**config.mk**
```make
export PLATFORM = sky130hd
export DESIGN_NAME = cmd_cfg_top
export DESIGN_NICKNAME = d
export VERILOG_FILES = /design/src/common/cmd_cfg_pkg.sv /design/src/cfg_regfile/cfg_regfile.sv /design/src/design/dump_reader.sv /design/src/design/cmd_sequencer.sv /design/src/design/cmd_cfg_top.sv
export VERILOG_INCLUDE_DIRS = /design/src /design/src/common
export SDC_FILE = /design/constraint.sdc
export NUM_CORES = 1
export LEC_CHECK = 0
export BUFFER_PORTS_ARGS = -buffer_cell sky130_fd_sc_hd__buf_2
export CORE_MARGIN = 5
export CORE_UTILIZATION = 45
export CTS_CLUSTER_SIZE = 24
export DETAILED_ROUTE_END_ITERATION = 8
export HOLD_SLACK_MARGIN = 0.1
export MAX_ROUTING_LAYER = met4
export PLACE_DENSITY = 0.71
export RECOVER_POWER = 100
export SYNTH_ARGS = -nofsm -noshare
export SYNTH_HDL_FRONTEND = slang
export SYNTH_HIERARCHICAL = 1
export SYNTH_SLANG_ARGS = --single-unit
```
**constraint.sdc**
```tcl
create_clock -name clk -period 3.1 [get_ports clk]
set_input_delay 0.31 -clock clk [delete_from_list [all_inputs] [get_ports clk]]
set_output_delay 0.31 -clock clk [all_outputs]
set_load 0.1 [all_outputs]
```
**src/common/cmd_cfg_settings.svh**
```systemverilog
`ifndef CMD_CFG_SETTINGS_SVH
`define CMD_CFG_SETTINGS_SVH

// Sample queue geometry
`define CMD_CFG_ENTRIES        384                    // Samples per channel queue
`define CMD_CFG_ADDR_W         9                      // Queue address width
`define CMD_CFG_TRIG_POS_H_W   (`CMD_CFG_ADDR_W - 8)  // Bits above the low byte
`define CMD_CFG_NUM_CH         5                      // Capture channels

`define CMD_CFG_RESP_ACK       8'hA5                  // Positive acknowledge
`define CMD_CFG_RESP_NAK       8'hEE                  // Negative acknowledge

// Register map, host address order
`define CMD_CFG_ADDR_TRIG_CFG    6'h00
`define CMD_CFG_ADDR_CH1_TRIG    6'h01
`define CMD_CFG_ADDR_CH2_TRIG    6'h02
`define CMD_CFG_ADDR_CH3_TRIG    6'h03
`define CMD_CFG_ADDR_CH4_TRIG    6'h04
`define CMD_CFG_ADDR_CH5_TRIG    6'h05
`define CMD_CFG_ADDR_DECIMATOR   6'h06
`define CMD_CFG_ADDR_VIH         6'h07
`define CMD_CFG_ADDR_VIL         6'h08
`define CMD_CFG_ADDR_MATCH_H     6'h09
`define CMD_CFG_ADDR_MATCH_L     6'h0A
`define CMD_CFG_ADDR_MASK_H      6'h0B
`define CMD_CFG_ADDR_MASK_L      6'h0C
`define CMD_CFG_ADDR_BAUD_H      6'h0D
`define CMD_CFG_ADDR_BAUD_L      6'h0E
`define CMD_CFG_ADDR_TRIG_POS_H  6'h0F
`define CMD_CFG_ADDR_TRIG_POS_L  6'h10

// Reset values, sized to each register
`define CMD_CFG_RST_TRIG_CFG     6'h03
`define CMD_CFG_RST_CH_TRIG      5'h01                // Same for all five channels
`define CMD_CFG_RST_DECIMATOR    4'h0
`define CMD_CFG_RST_VIH          8'hAA
`define CMD_CFG_RST_VIL          8'h55
`define CMD_CFG_RST_MATCH_H      8'h00
`define CMD_CFG_RST_MATCH_L      8'h00
`define CMD_CFG_RST_MASK_H       8'h00
`define CMD_CFG_RST_MASK_L       8'h00
`define CMD_CFG_RST_BAUD_H       8'h06
`define CMD_CFG_RST_BAUD_L       8'hC8
`define CMD_CFG_RST_TRIG_POS_H   ((`CMD_CFG_TRIG_POS_H_W)'(1'b0))
`define CMD_CFG_RST_TRIG_POS_L   8'h01

`endif

```
**src/common/cmd_cfg_pkg.sv**
```systemverilog
`default_nettype none

`include "cmd_cfg_settings.svh"

package cmd_cfg_pkg;

  // Host opcode, top two bits of the command word
  typedef enum logic [1:0] {
    op_read  = 2'b00,  // Register read
    op_write = 2'b01,  // Register write
    op_dump  = 2'b10,  // Channel dump
    op_bad   = 2'b11   // Reserved, answered with NAK
  } cmd_op_e;

  typedef logic [5:0] reg_addr_t;                      // Register address
  typedef logic [2:0] chan_sel_t;                      // Channel number, 1 to 5 legal
  typedef logic [`CMD_CFG_ADDR_W-1:0] qaddr_t;         // Sample queue address

  // Read data of all queues, indexed by channel number
  typedef logic [`CMD_CFG_NUM_CH:1][7:0] ch_bytes_t;

  // 16-bit host command as delivered by the UART
  typedef struct packed {
    cmd_op_e   op;    // Bits 15:14
    reg_addr_t addr;  // Bits 13:8, low 3 bits pick the dump channel
    logic [7:0] data; // Write datum
  } host_cmd_t;

  // Single-cycle register write request
  typedef struct packed {
    logic       en;
    reg_addr_t  addr;
    logic [7:0] data;
  } reg_wr_t;

  // Everything the rest of the analyzer sees
  typedef struct packed {
    logic [5:0]                    trig_cfg;     // Trigger and capture control
    logic [`CMD_CFG_NUM_CH:1][4:0] ch_trig_cfg;  // Per-channel trigger config
    logic [3:0]                    decimator;    // Sample rate divider
    logic [7:0]                    vih;          // High threshold PWM
    logic [7:0]                    vil;          // Low threshold PWM
    logic [15:0]                   match;        // Protocol trigger match
    logic [15:0]                   mask;         // Protocol trigger mask
    logic [15:0]                   baud_cnt;     // UART trigger baud count
    qaddr_t                        trig_pos;     // Samples kept after trigger
  } cfg_t;

endpackage

`default_nettype wire

```
**src/cfg_regfile/cfg_regfile.sv**
```systemverilog
`timescale 1ns/1ns
`default_nettype none

`include "cmd_cfg_settings.svh"

module cfg_regfile (
  input  logic                   clk,
  input  logic                   rst_n,
  input  cmd_cfg_pkg::reg_wr_t   reg_wr,   // From sequencer WRITE state
  input  cmd_cfg_pkg::reg_addr_t rd_addr,
  output logic [7:0]             rd_data,  // Combinational read
  output cmd_cfg_pkg::cfg_t      cfg       // Registers themselves
);

  // Write decode, one register per address
  always_ff @(posedge clk or negedge rst_n) begin
    if (!rst_n) begin
      cfg.trig_cfg    <= `CMD_CFG_RST_TRIG_CFG;
      cfg.ch_trig_cfg <= {`CMD_CFG_NUM_CH{`CMD_CFG_RST_CH_TRIG}};  // All channels alike
      cfg.decimator   <= `CMD_CFG_RST_DECIMATOR;
      cfg.vih         <= `CMD_CFG_RST_VIH;
      cfg.vil         <= `CMD_CFG_RST_VIL;
      cfg.match       <= {`CMD_CFG_RST_MATCH_H, `CMD_CFG_RST_MATCH_L};
      cfg.mask        <= {`CMD_CFG_RST_MASK_H, `CMD_CFG_RST_MASK_L};
      cfg.baud_cnt    <= {`CMD_CFG_RST_BAUD_H, `CMD_CFG_RST_BAUD_L};
      cfg.trig_pos    <= {`CMD_CFG_RST_TRIG_POS_H, `CMD_CFG_RST_TRIG_POS_L};
    end else if (reg_wr.en) begin
      case (reg_wr.addr)
        `CMD_CFG_ADDR_TRIG_CFG:   cfg.trig_cfg       <= reg_wr.data[5:0];  // Top bits dropped
        `CMD_CFG_ADDR_CH1_TRIG:   cfg.ch_trig_cfg[1] <= reg_wr.data[4:0];
        `CMD_CFG_ADDR_CH2_TRIG:   cfg.ch_trig_cfg[2] <= reg_wr.data[4:0];
        `CMD_CFG_ADDR_CH3_TRIG:   cfg.ch_trig_cfg[3] <= reg_wr.data[4:0];
        `CMD_CFG_ADDR_CH4_TRIG:   cfg.ch_trig_cfg[4] <= reg_wr.data[4:0];
        `CMD_CFG_ADDR_CH5_TRIG:   cfg.ch_trig_cfg[5] <= reg_wr.data[4:0];
        `CMD_CFG_ADDR_DECIMATOR:  cfg.decimator      <= reg_wr.data[3:0];
        `CMD_CFG_ADDR_VIH:        cfg.vih            <= reg_wr.data;
        `CMD_CFG_ADDR_VIL:        cfg.vil            <= reg_wr.data;
        `CMD_CFG_ADDR_MATCH_H:    cfg.match[15:8]    <= reg_wr.data;
        `CMD_CFG_ADDR_MATCH_L:    cfg.match[7:0]     <= reg_wr.data;
        `CMD_CFG_ADDR_MASK_H:     cfg.mask[15:8]     <= reg_wr.data;
        `CMD_CFG_ADDR_MASK_L:     cfg.mask[7:0]      <= reg_wr.data;
        `CMD_CFG_ADDR_BAUD_H:     cfg.baud_cnt[15:8] <= reg_wr.data;
        `CMD_CFG_ADDR_BAUD_L:     cfg.baud_cnt[7:0]  <= reg_wr.data;
        `CMD_CFG_ADDR_TRIG_POS_H: begin
          // Only the bits above the low byte exist
          cfg.trig_pos[`CMD_CFG_ADDR_W-1:8] <= reg_wr.data[`CMD_CFG_TRIG_POS_H_W-1:0];
        end
        `CMD_CFG_ADDR_TRIG_POS_L: cfg.trig_pos[7:0]  <= reg_wr.data;
        default: ;  // Unmapped address, nothing changes
      endcase
    end
  end

  // Read mux, narrow registers come back zero extended
  always_comb begin
    case (rd_addr)
      `CMD_CFG_ADDR_TRIG_CFG:   rd_data = 8'(cfg.trig_cfg);
      `CMD_CFG_ADDR_CH1_TRIG:   rd_data = 8'(cfg.ch_trig_cfg[1]);
      `CMD_CFG_ADDR_CH2_TRIG:   rd_data = 8'(cfg.ch_trig_cfg[2]);
      `CMD_CFG_ADDR_CH3_TRIG:   rd_data = 8'(cfg.ch_trig_cfg[3]);
      `CMD_CFG_ADDR_CH4_TRIG:   rd_data = 8'(cfg.ch_trig_cfg[4]);
      `CMD_CFG_ADDR_CH5_TRIG:   rd_data = 8'(cfg.ch_trig_cfg[5]);
      `CMD_CFG_ADDR_DECIMATOR:  rd_data = 8'(cfg.decimator);
      `CMD_CFG_ADDR_VIH:        rd_data = cfg.vih;
      `CMD_CFG_ADDR_VIL:        rd_data = cfg.vil;
      `CMD_CFG_ADDR_MATCH_H:    rd_data = cfg.match[15:8];
      `CMD_CFG_ADDR_MATCH_L:    rd_data = cfg.match[7:0];
      `CMD_CFG_ADDR_MASK_H:     rd_data = cfg.mask[15:8];
      `CMD_CFG_ADDR_MASK_L:     rd_data = cfg.mask[7:0];
      `CMD_CFG_ADDR_BAUD_H:     rd_data = cfg.baud_cnt[15:8];
      `CMD_CFG_ADDR_BAUD_L:     rd_data = cfg.baud_cnt[7:0];
      `CMD_CFG_ADDR_TRIG_POS_H: rd_data = 8'(cfg.trig_pos[`CMD_CFG_ADDR_W-1:8]);
      `CMD_CFG_ADDR_TRIG_POS_L: rd_data = cfg.trig_pos[7:0];
      default:                  rd_data = 8'h00;  // Hole in the map
    endcase
  end

  // Sequencer passes through ACK between writes, so requests never merge
  a_wr_single : assert property (
    @(posedge clk) disable iff (!rst_n)
    reg_wr.en |=> !reg_wr.en
  ) else $error("back-to-back register write");

endmodule

`default_nettype wire

```
**src/design/dump_reader.sv**
```systemverilog
`timescale 1ns/1ns
`default_nettype none

`include "cmd_cfg_settings.svh"

module dump_reader (
  input  logic                   clk,
  input  logic                   rst_n,
  input  logic                   dump_start,  // Load pointer from waddr
  input  logic                   dump_step,   // Advance to next sample
  input  cmd_cfg_pkg::chan_sel_t dump_chan,
  input  cmd_cfg_pkg::qaddr_t    waddr,       // Capture write pointer
  output cmd_cfg_pkg::qaddr_t    raddr,       // Shared by all five queues
  input  cmd_cfg_pkg::ch_bytes_t rdata_ch,    // Same-cycle queue data
  output logic [7:0]             dump_byte,
  output logic                   dump_last,   // Current byte ends the dump
  output logic                   chan_ok      // Channel 1 to 5
);

  import cmd_cfg_pkg::*;

  qaddr_t raddr_inc;  // Next address with wrap

  assign raddr_inc = (raddr == qaddr_t'(`CMD_CFG_ENTRIES - 1)) ? '0 : raddr + 1'b1;

  // Queue read pointer
  always_ff @(posedge clk or negedge rst_n) begin
    if (!rst_n) begin
      raddr <= '0;
    end else if (dump_start) begin
      raddr <= waddr;      // Oldest sample sits at the write pointer
    end else if (dump_step) begin
      raddr <= raddr_inc;
    end
  end

  // Wrapped once around when the next address meets waddr again
  assign dump_last = (raddr_inc == waddr);

  assign chan_ok = (dump_chan >= chan_sel_t'(1)) &&
                   (dump_chan <= chan_sel_t'(`CMD_CFG_NUM_CH));

  // Channel byte select
  always_comb begin
    case (dump_chan)
      3'd1:    dump_byte = rdata_ch[1];
      3'd2:    dump_byte = rdata_ch[2];
      3'd3:    dump_byte = rdata_ch[3];
      3'd4:    dump_byte = rdata_ch[4];
      3'd5:    dump_byte = rdata_ch[5];
      default: dump_byte = 8'h00;  // Illegal channel, never sent
    endcase
  end

  // Holds only while the capture side keeps waddr inside the queue
  a_raddr_range : assert property (
    @(posedge clk) disable iff (!rst_n)
    raddr < qaddr_t'(`CMD_CFG_ENTRIES)
  ) else $error("raddr beyond queue depth");

endmodule

`default_nettype wire

```
**src/design/cmd_sequencer.sv**
```systemverilog
`timescale 1ns/1ns
`default_nettype none

`include "cmd_cfg_settings.svh"

module cmd_sequencer (
  input  logic                   clk,
  input  logic                   rst_n,
  input  cmd_cfg_pkg::host_cmd_t cmd,          // Stable while cmd_rdy
  input  logic                   cmd_rdy,
  output logic                   clr_cmd_rdy,  // One-cycle release to host
  output logic [7:0]             resp,
  output logic                   send_resp,    // Starts one transmit
  input  logic                   resp_sent,    // Transmit finished
  output cmd_cfg_pkg::reg_wr_t   reg_wr,
  output cmd_cfg_pkg::reg_addr_t rd_addr,
  input  logic [7:0]             rd_data,
  output logic                   dump_start,
  output logic                   dump_step,
  output cmd_cfg_pkg::chan_sel_t dump_chan,
  input  logic [7:0]             dump_byte,
  input  logic                   dump_last,
  input  logic                   chan_ok
);

  import cmd_cfg_pkg::*;

  typedef enum logic [2:0] {
    st_idle,
    st_write,      // Register write strobe
    st_ack,        // A5 after write
    st_nak,        // EE for bad opcode or channel
    st_read,       // Register value out
    st_dump_send,  // One dump byte out
    st_dump_wait   // Back-pressure from transmitter
  } state_e;

  state_e state;
  state_e state_nxt;
  logic   clr_nxt;  // Registered release request

  // Command fields go straight to the register bank and queue reader
  assign rd_addr   = cmd.addr;
  assign dump_chan = cmd.addr[2:0];
  assign reg_wr    = '{en: (state == st_write), addr: cmd.addr, data: cmd.data};

  always_ff @(posedge clk or negedge rst_n) begin
    if (!rst_n) begin
      state       <= st_idle;
      clr_cmd_rdy <= 1'b0;
    end else begin
      state       <= state_nxt;
      clr_cmd_rdy <= clr_nxt;
    end
  end

  // Next state and strobes
  always_comb begin
    state_nxt  = state;
    clr_nxt    = 1'b0;
    dump_start = 1'b0;
    dump_step  = 1'b0;
    case (state)
      st_idle: begin
        if (cmd_rdy && !clr_cmd_rdy) begin  // Host still dropping the old one
          case (cmd.op)
            op_read: begin
              state_nxt = st_read;
              clr_nxt   = 1'b1;
            end
            op_write: begin
              state_nxt = st_write;
            end
            op_dump: begin
              if (chan_ok) begin
                state_nxt  = st_dump_send;
                dump_start = 1'b1;        // raddr <= waddr
              end else begin
                state_nxt = st_nak;
                clr_nxt   = 1'b1;
              end
            end
            default: begin
              state_nxt = st_nak;
              clr_nxt   = 1'b1;
            end
          endcase
        end
      end
      st_write: begin
        state_nxt = st_ack;
        clr_nxt   = 1'b1;               // Release with the ACK
      end
      st_ack, st_nak, st_read: begin
        state_nxt = st_idle;            // No wait on resp_sent here
      end
      st_dump_send: begin
        state_nxt = st_dump_wait;
      end
      st_dump_wait: begin
        if (resp_sent) begin
          if (dump_last) begin
            state_nxt = st_idle;
            clr_nxt   = 1'b1;           // Final byte is gone
          end else begin
            state_nxt = st_dump_send;
            dump_step = 1'b1;
          end
        end
      end
      default: state_nxt = st_idle;
    endcase
  end

  assign send_resp = (state == st_read) || (state == st_ack) ||
                     (state == st_nak) || (state == st_dump_send);

  // Response byte select
  always_comb begin
    case (state)
      st_read:      resp = rd_data;
      st_ack:       resp = `CMD_CFG_RESP_ACK;
      st_nak:       resp = `CMD_CFG_RESP_NAK;
      st_dump_send: resp = dump_byte;
      default:      resp = 8'h00;
    endcase
  end

  a_send_gap : assert property (
    @(posedge clk) disable iff (!rst_n)
    send_resp |=> !send_resp
  ) else $error("send_resp high two cycles");

  a_clr_pulse : assert property (
    @(posedge clk) disable iff (!rst_n)
    clr_cmd_rdy |=> !clr_cmd_rdy
  ) else $error("clr_cmd_rdy longer than one cycle");

endmodule

`default_nettype wire

```
**src/design/cmd_cfg_top.sv**
```systemverilog
`timescale 1ns/1ns
`default_nettype none

module cmd_cfg_top (
  input  logic                   clk,
  input  logic                   rst_n,
  input  cmd_cfg_pkg::host_cmd_t cmd,          // From UART receiver
  input  logic                   cmd_rdy,
  output logic                   clr_cmd_rdy,
  output logic [7:0]             resp,         // To UART transmitter
  output logic                   send_resp,
  input  logic                   resp_sent,
  input  cmd_cfg_pkg::qaddr_t    waddr,        // Capture write pointer
  output cmd_cfg_pkg::qaddr_t    raddr,        // To all sample queues
  input  cmd_cfg_pkg::ch_bytes_t rdata_ch,
  output cmd_cfg_pkg::cfg_t      cfg           // To trigger and capture logic
);

  import cmd_cfg_pkg::*;

  reg_wr_t    reg_wr;
  reg_addr_t  rd_addr;
  logic [7:0] rd_data;
  logic       dump_start;
  logic       dump_step;
  chan_sel_t  dump_chan;
  logic [7:0] dump_byte;
  logic       dump_last;
  logic       chan_ok;

  cmd_sequencer u_seq (
    .clk, .rst_n, .cmd, .cmd_rdy, .clr_cmd_rdy, .resp, .send_resp, .resp_sent,
    .reg_wr, .rd_addr, .rd_data,
    .dump_start, .dump_step, .dump_chan, .dump_byte, .dump_last, .chan_ok
  );

  cfg_regfile u_regs (
    .clk, .rst_n, .reg_wr, .rd_addr, .rd_data, .cfg
  );

  dump_reader u_dump (
    .clk, .rst_n, .dump_start, .dump_step, .dump_chan,
    .waddr, .raddr, .rdata_ch, .dump_byte, .dump_last, .chan_ok
  );

endmodule

`default_nettype wire

```
==> impl_metrics.json <==
{
  "status": "finished with violations",
  "violations": "max-capacitance violations, max-slew violations",
  "syn-cell-area_um2": 7033,
  "synth-compound-area-share": 0.1051,
  "synth_top_family_by_area": "multiplexers",
  "syn_inst": 626,
  "cts_max_path_buffers": 2,
  "total_leakage_power_nw": 3.815,
  "end_kind": "output pin",
  "rsz0062_at_grt": "no",
  "avgSynthCellArea_um2": 11.23,
  "antennaDiodeCount": 0,
  "cts_tree": "yes",
  "track_usage": 0.2519,
  "clock_skew_ns": 0.004924,
  "chipWidth_um": 135.0,
  "grt-ovfl-total": 0,
  "grt_pass1_vias": 5975,
  "htree_levels": 4,
  "area_delta_synth_final_pct": 22.36,
  "slew_headroom": -0.2754,
  "final_hold_viol_count": 0,
  "grt_antenna_before_repair": 0,
  "grt_pass1_wl_um": 34490,
  "dp_hpwl_um": 16200,
  "arrival_ns": 2.69,
  "power_density_nw_per_um2": 937.3,
  "viasPerCell": 5.705,
  "first_pass_iters": 5,
  "fin_util": 0.5640,
  "critPathLaunchType": "flop",
  "setup_ws_ns": 0.09865,
  "fin_area_um2": 8606,
  "yosysWarnings": 6,
  "dp_worst_setup_slack_ns": -0.06561,
  "vias": 5842,
  "synth-xor-area-share": 0.01494,
  "clk_latency_ns": 0.41,
  "nNetsFinal": 871,
  "core_area_um2": 15260,
  "root_buffer": "clkbuf_16",
  "dieArea_um2": 18230,
  "synth-async-reset-ratio": 1.000,
  "synth_mux_area_frac": 0.2549,
  "drt-initial-drc-count": 544,
  "synth.top_cells.by_area": "dfrtp_1 (36%), mux2_2 (18%), dfstp_2 (7.8%), mux2i_1 (4.4%), buf_4 (2.6%)",
  "synth_top_area_cell": "dfrtp_1",
  "portBuffers": 195,
  "place.gp.congestion": 0.8975,
  "synth.net_count": 697,
  "ys_seq_area_frac": 0.4343,
  "wl_per_cell_um": 21.80,
  "start_util": 0.4609,
  "cp_max_fo": 3,
  "grt_max_degree": 65,
  "setup_tns_ns": 0,
  "synth_simple_gate_area_share": 0.1306,
  "post-route-drc-count": 0,
  "synth_fa_ha_area_frac": 0.003558,
  "path_clk_slew_ns": 0.06,
  "synth_edf_count": 0,
  "maxSlewViolCount": 34,
  "numCtsBuffers": 17,
  "worstSetupPathType": "flop to output pin",
  "yosys_most_used_dff": "dfrtp_1",
  "drive_above_1_share": 0.3456,
  "route.antenna.remaining_nets": 0,
  "ys_types": 71,
  "period_needed_ns": 3.001,
  "vdd_drop_max_mv": 0.6444,
  "routed_wl_um": 22320,
  "min_path_type": "primary input to flop",
  "synth_top_area_share": 0.3558,
  "rows": 45,
  "tightest_slew_ns": 1.913,
  "max_cap_viol_count": 1,
  "fmax_mhz": 333.2,
  "ios": 196,
  "placed_area_um2": 8230,
  "crit_required_ns": 2.79,
  "finalSetupViolCount": 0,
  "fin_crit_sh": 0.9682,
  "die_h_um": 135.0,
  "cts_sinks": 121,
  "ys_ff_latch": 121
}
layout by cell type (no fill, tap or decap), types with 7 or more instances in the layout:
cell type  Yosys  layout
buf_4         24      12
and3_1         7       7
a32oi_1        8       8
xnor2_1        7       7
mux2_2       112     110
nand3b_1      12      12
inv_1         11      11
a22oi_1        7       7
clkbuf_1      19     123
mux2i_1       31      31
buf_2         14      70
nand2b_1       8       8
mux4_2         8       8
nand3_1       18      18
nand2_1       26      26
a221oi_1       8       8
nor2_1        28      36
nor2b_1        9       9
dfstp_2       21      21
a21oi_1       25      25
dfrtp_1      100      97
clkbuf_16      0      17
buf_12         0       9
o21ai_0       18      25
per-stage QoR:
step	cells	total power [mW]	hold WS, ns
after floorplan	626	5.529	0.01441
after global placement	991	6.252	0.2786
after detailed placement	991	6.308	0.2966
after CTS	1024	8.202	0.1283
after global routing	1024	8.387	0.1427
final	1024	8.066	0.1350
cells by family (layout without fill, tap and decap cells):
logic type                 after synthesis  after routing
buffers and inverters                   73            260
AOI/OAI and AO/OA                      110            110
and+or+nand+nor                        155            155
DFF                                    121            121
muxes                                  153            153
xor gates and xnor gates                12             12
adders and majority gates                2              2
what timing repair did:
action	in CTS	in global routing
hold buffers	1	0
resized for setup	1	0
hold endpoints to repair	25	0
setup buffers	0	0
setup endpoints to repair	3	0
cells in the mapped netlist, types with 9 or more instances:
cell type and number:
inv_1 11, clkbuf_1 19, mux2_2 112, nor2_1 28
nand3_1 18, a21oi_1 25, buf_2 14, mux2i_1 31
nor2_2 9, nand3b_1 12, dfstp_2 21, buf_4 24
dfrtp_1 100, nand2_1 26, o21ai_0 18, nor2b_1 9
sequential cells by signal, indices dropped and copies added (netlist names):
register           cells
u_regs/cfg           108
u_seq/state            3
u_seq/clr_cmd_rdy      1
u_dump/raddr           9
power breakdown:
group	switching, mW	internal, mW
clock network	0.747	1.13
logic	3.16	0.764
registers	0.338	1.93
total	4.24	3.82
worst paths after layout:
path,from,to,slack [ns],cells past startpoint
setup reg to reg,u_seq/state[1],u_regs/cfg[4],0.19,5
hold reg to reg,u_regs/cfg[22],u_regs/cfg[22],0.53,1
max in group asynchronous,rst_n,u_dump/raddr[2],0.60,3
min in group asynchronous,rst_n,u_regs/cfg[40],0.96,2
hold / removal,waddr[4],u_dump/raddr[4],0.14,3
setup / recovery,u_regs/cfg[94],resp[2],0.1,8
layout make-up:
| cell class | count | area, um^2 |
|---|---|---|
| Sequential cell | 121 | 3058 |
| Tap cell | 211 | 264.0 |
| Multi-Input combinational cell | 432 | 3575 |
| Inverter | 11 | 41.29 |
| Clock inverter | 12 | 116.4 |
| Fill cell | 1343 | 6653 |
| Clock buffer | 20 | 446.7 |
| Timing Repair Buffer | 217 | 1105 |
worst max-delay path: stages, from the launching register on:
cell      delay [ns]
dfrtp_1         0.40
mux2_4          0.28
a221oi_2        0.27
a21oi_1         0.09
or4b_1          0.57
mux2i_1         0.14
o21ai_0         0.09
and2_1          0.16
buf_2           0.29
per-layer routing:
metal,up-vias,GRT usage,routed length [um]
met1,2895,0.3315,9510
met3,33,0.06930,2110
li1,2644,-,-
met5,-,-,0
met2,270,0.3894,10370
met4,0,0.06215,327
No activity file was read; power rests on OpenSTA's default activity.
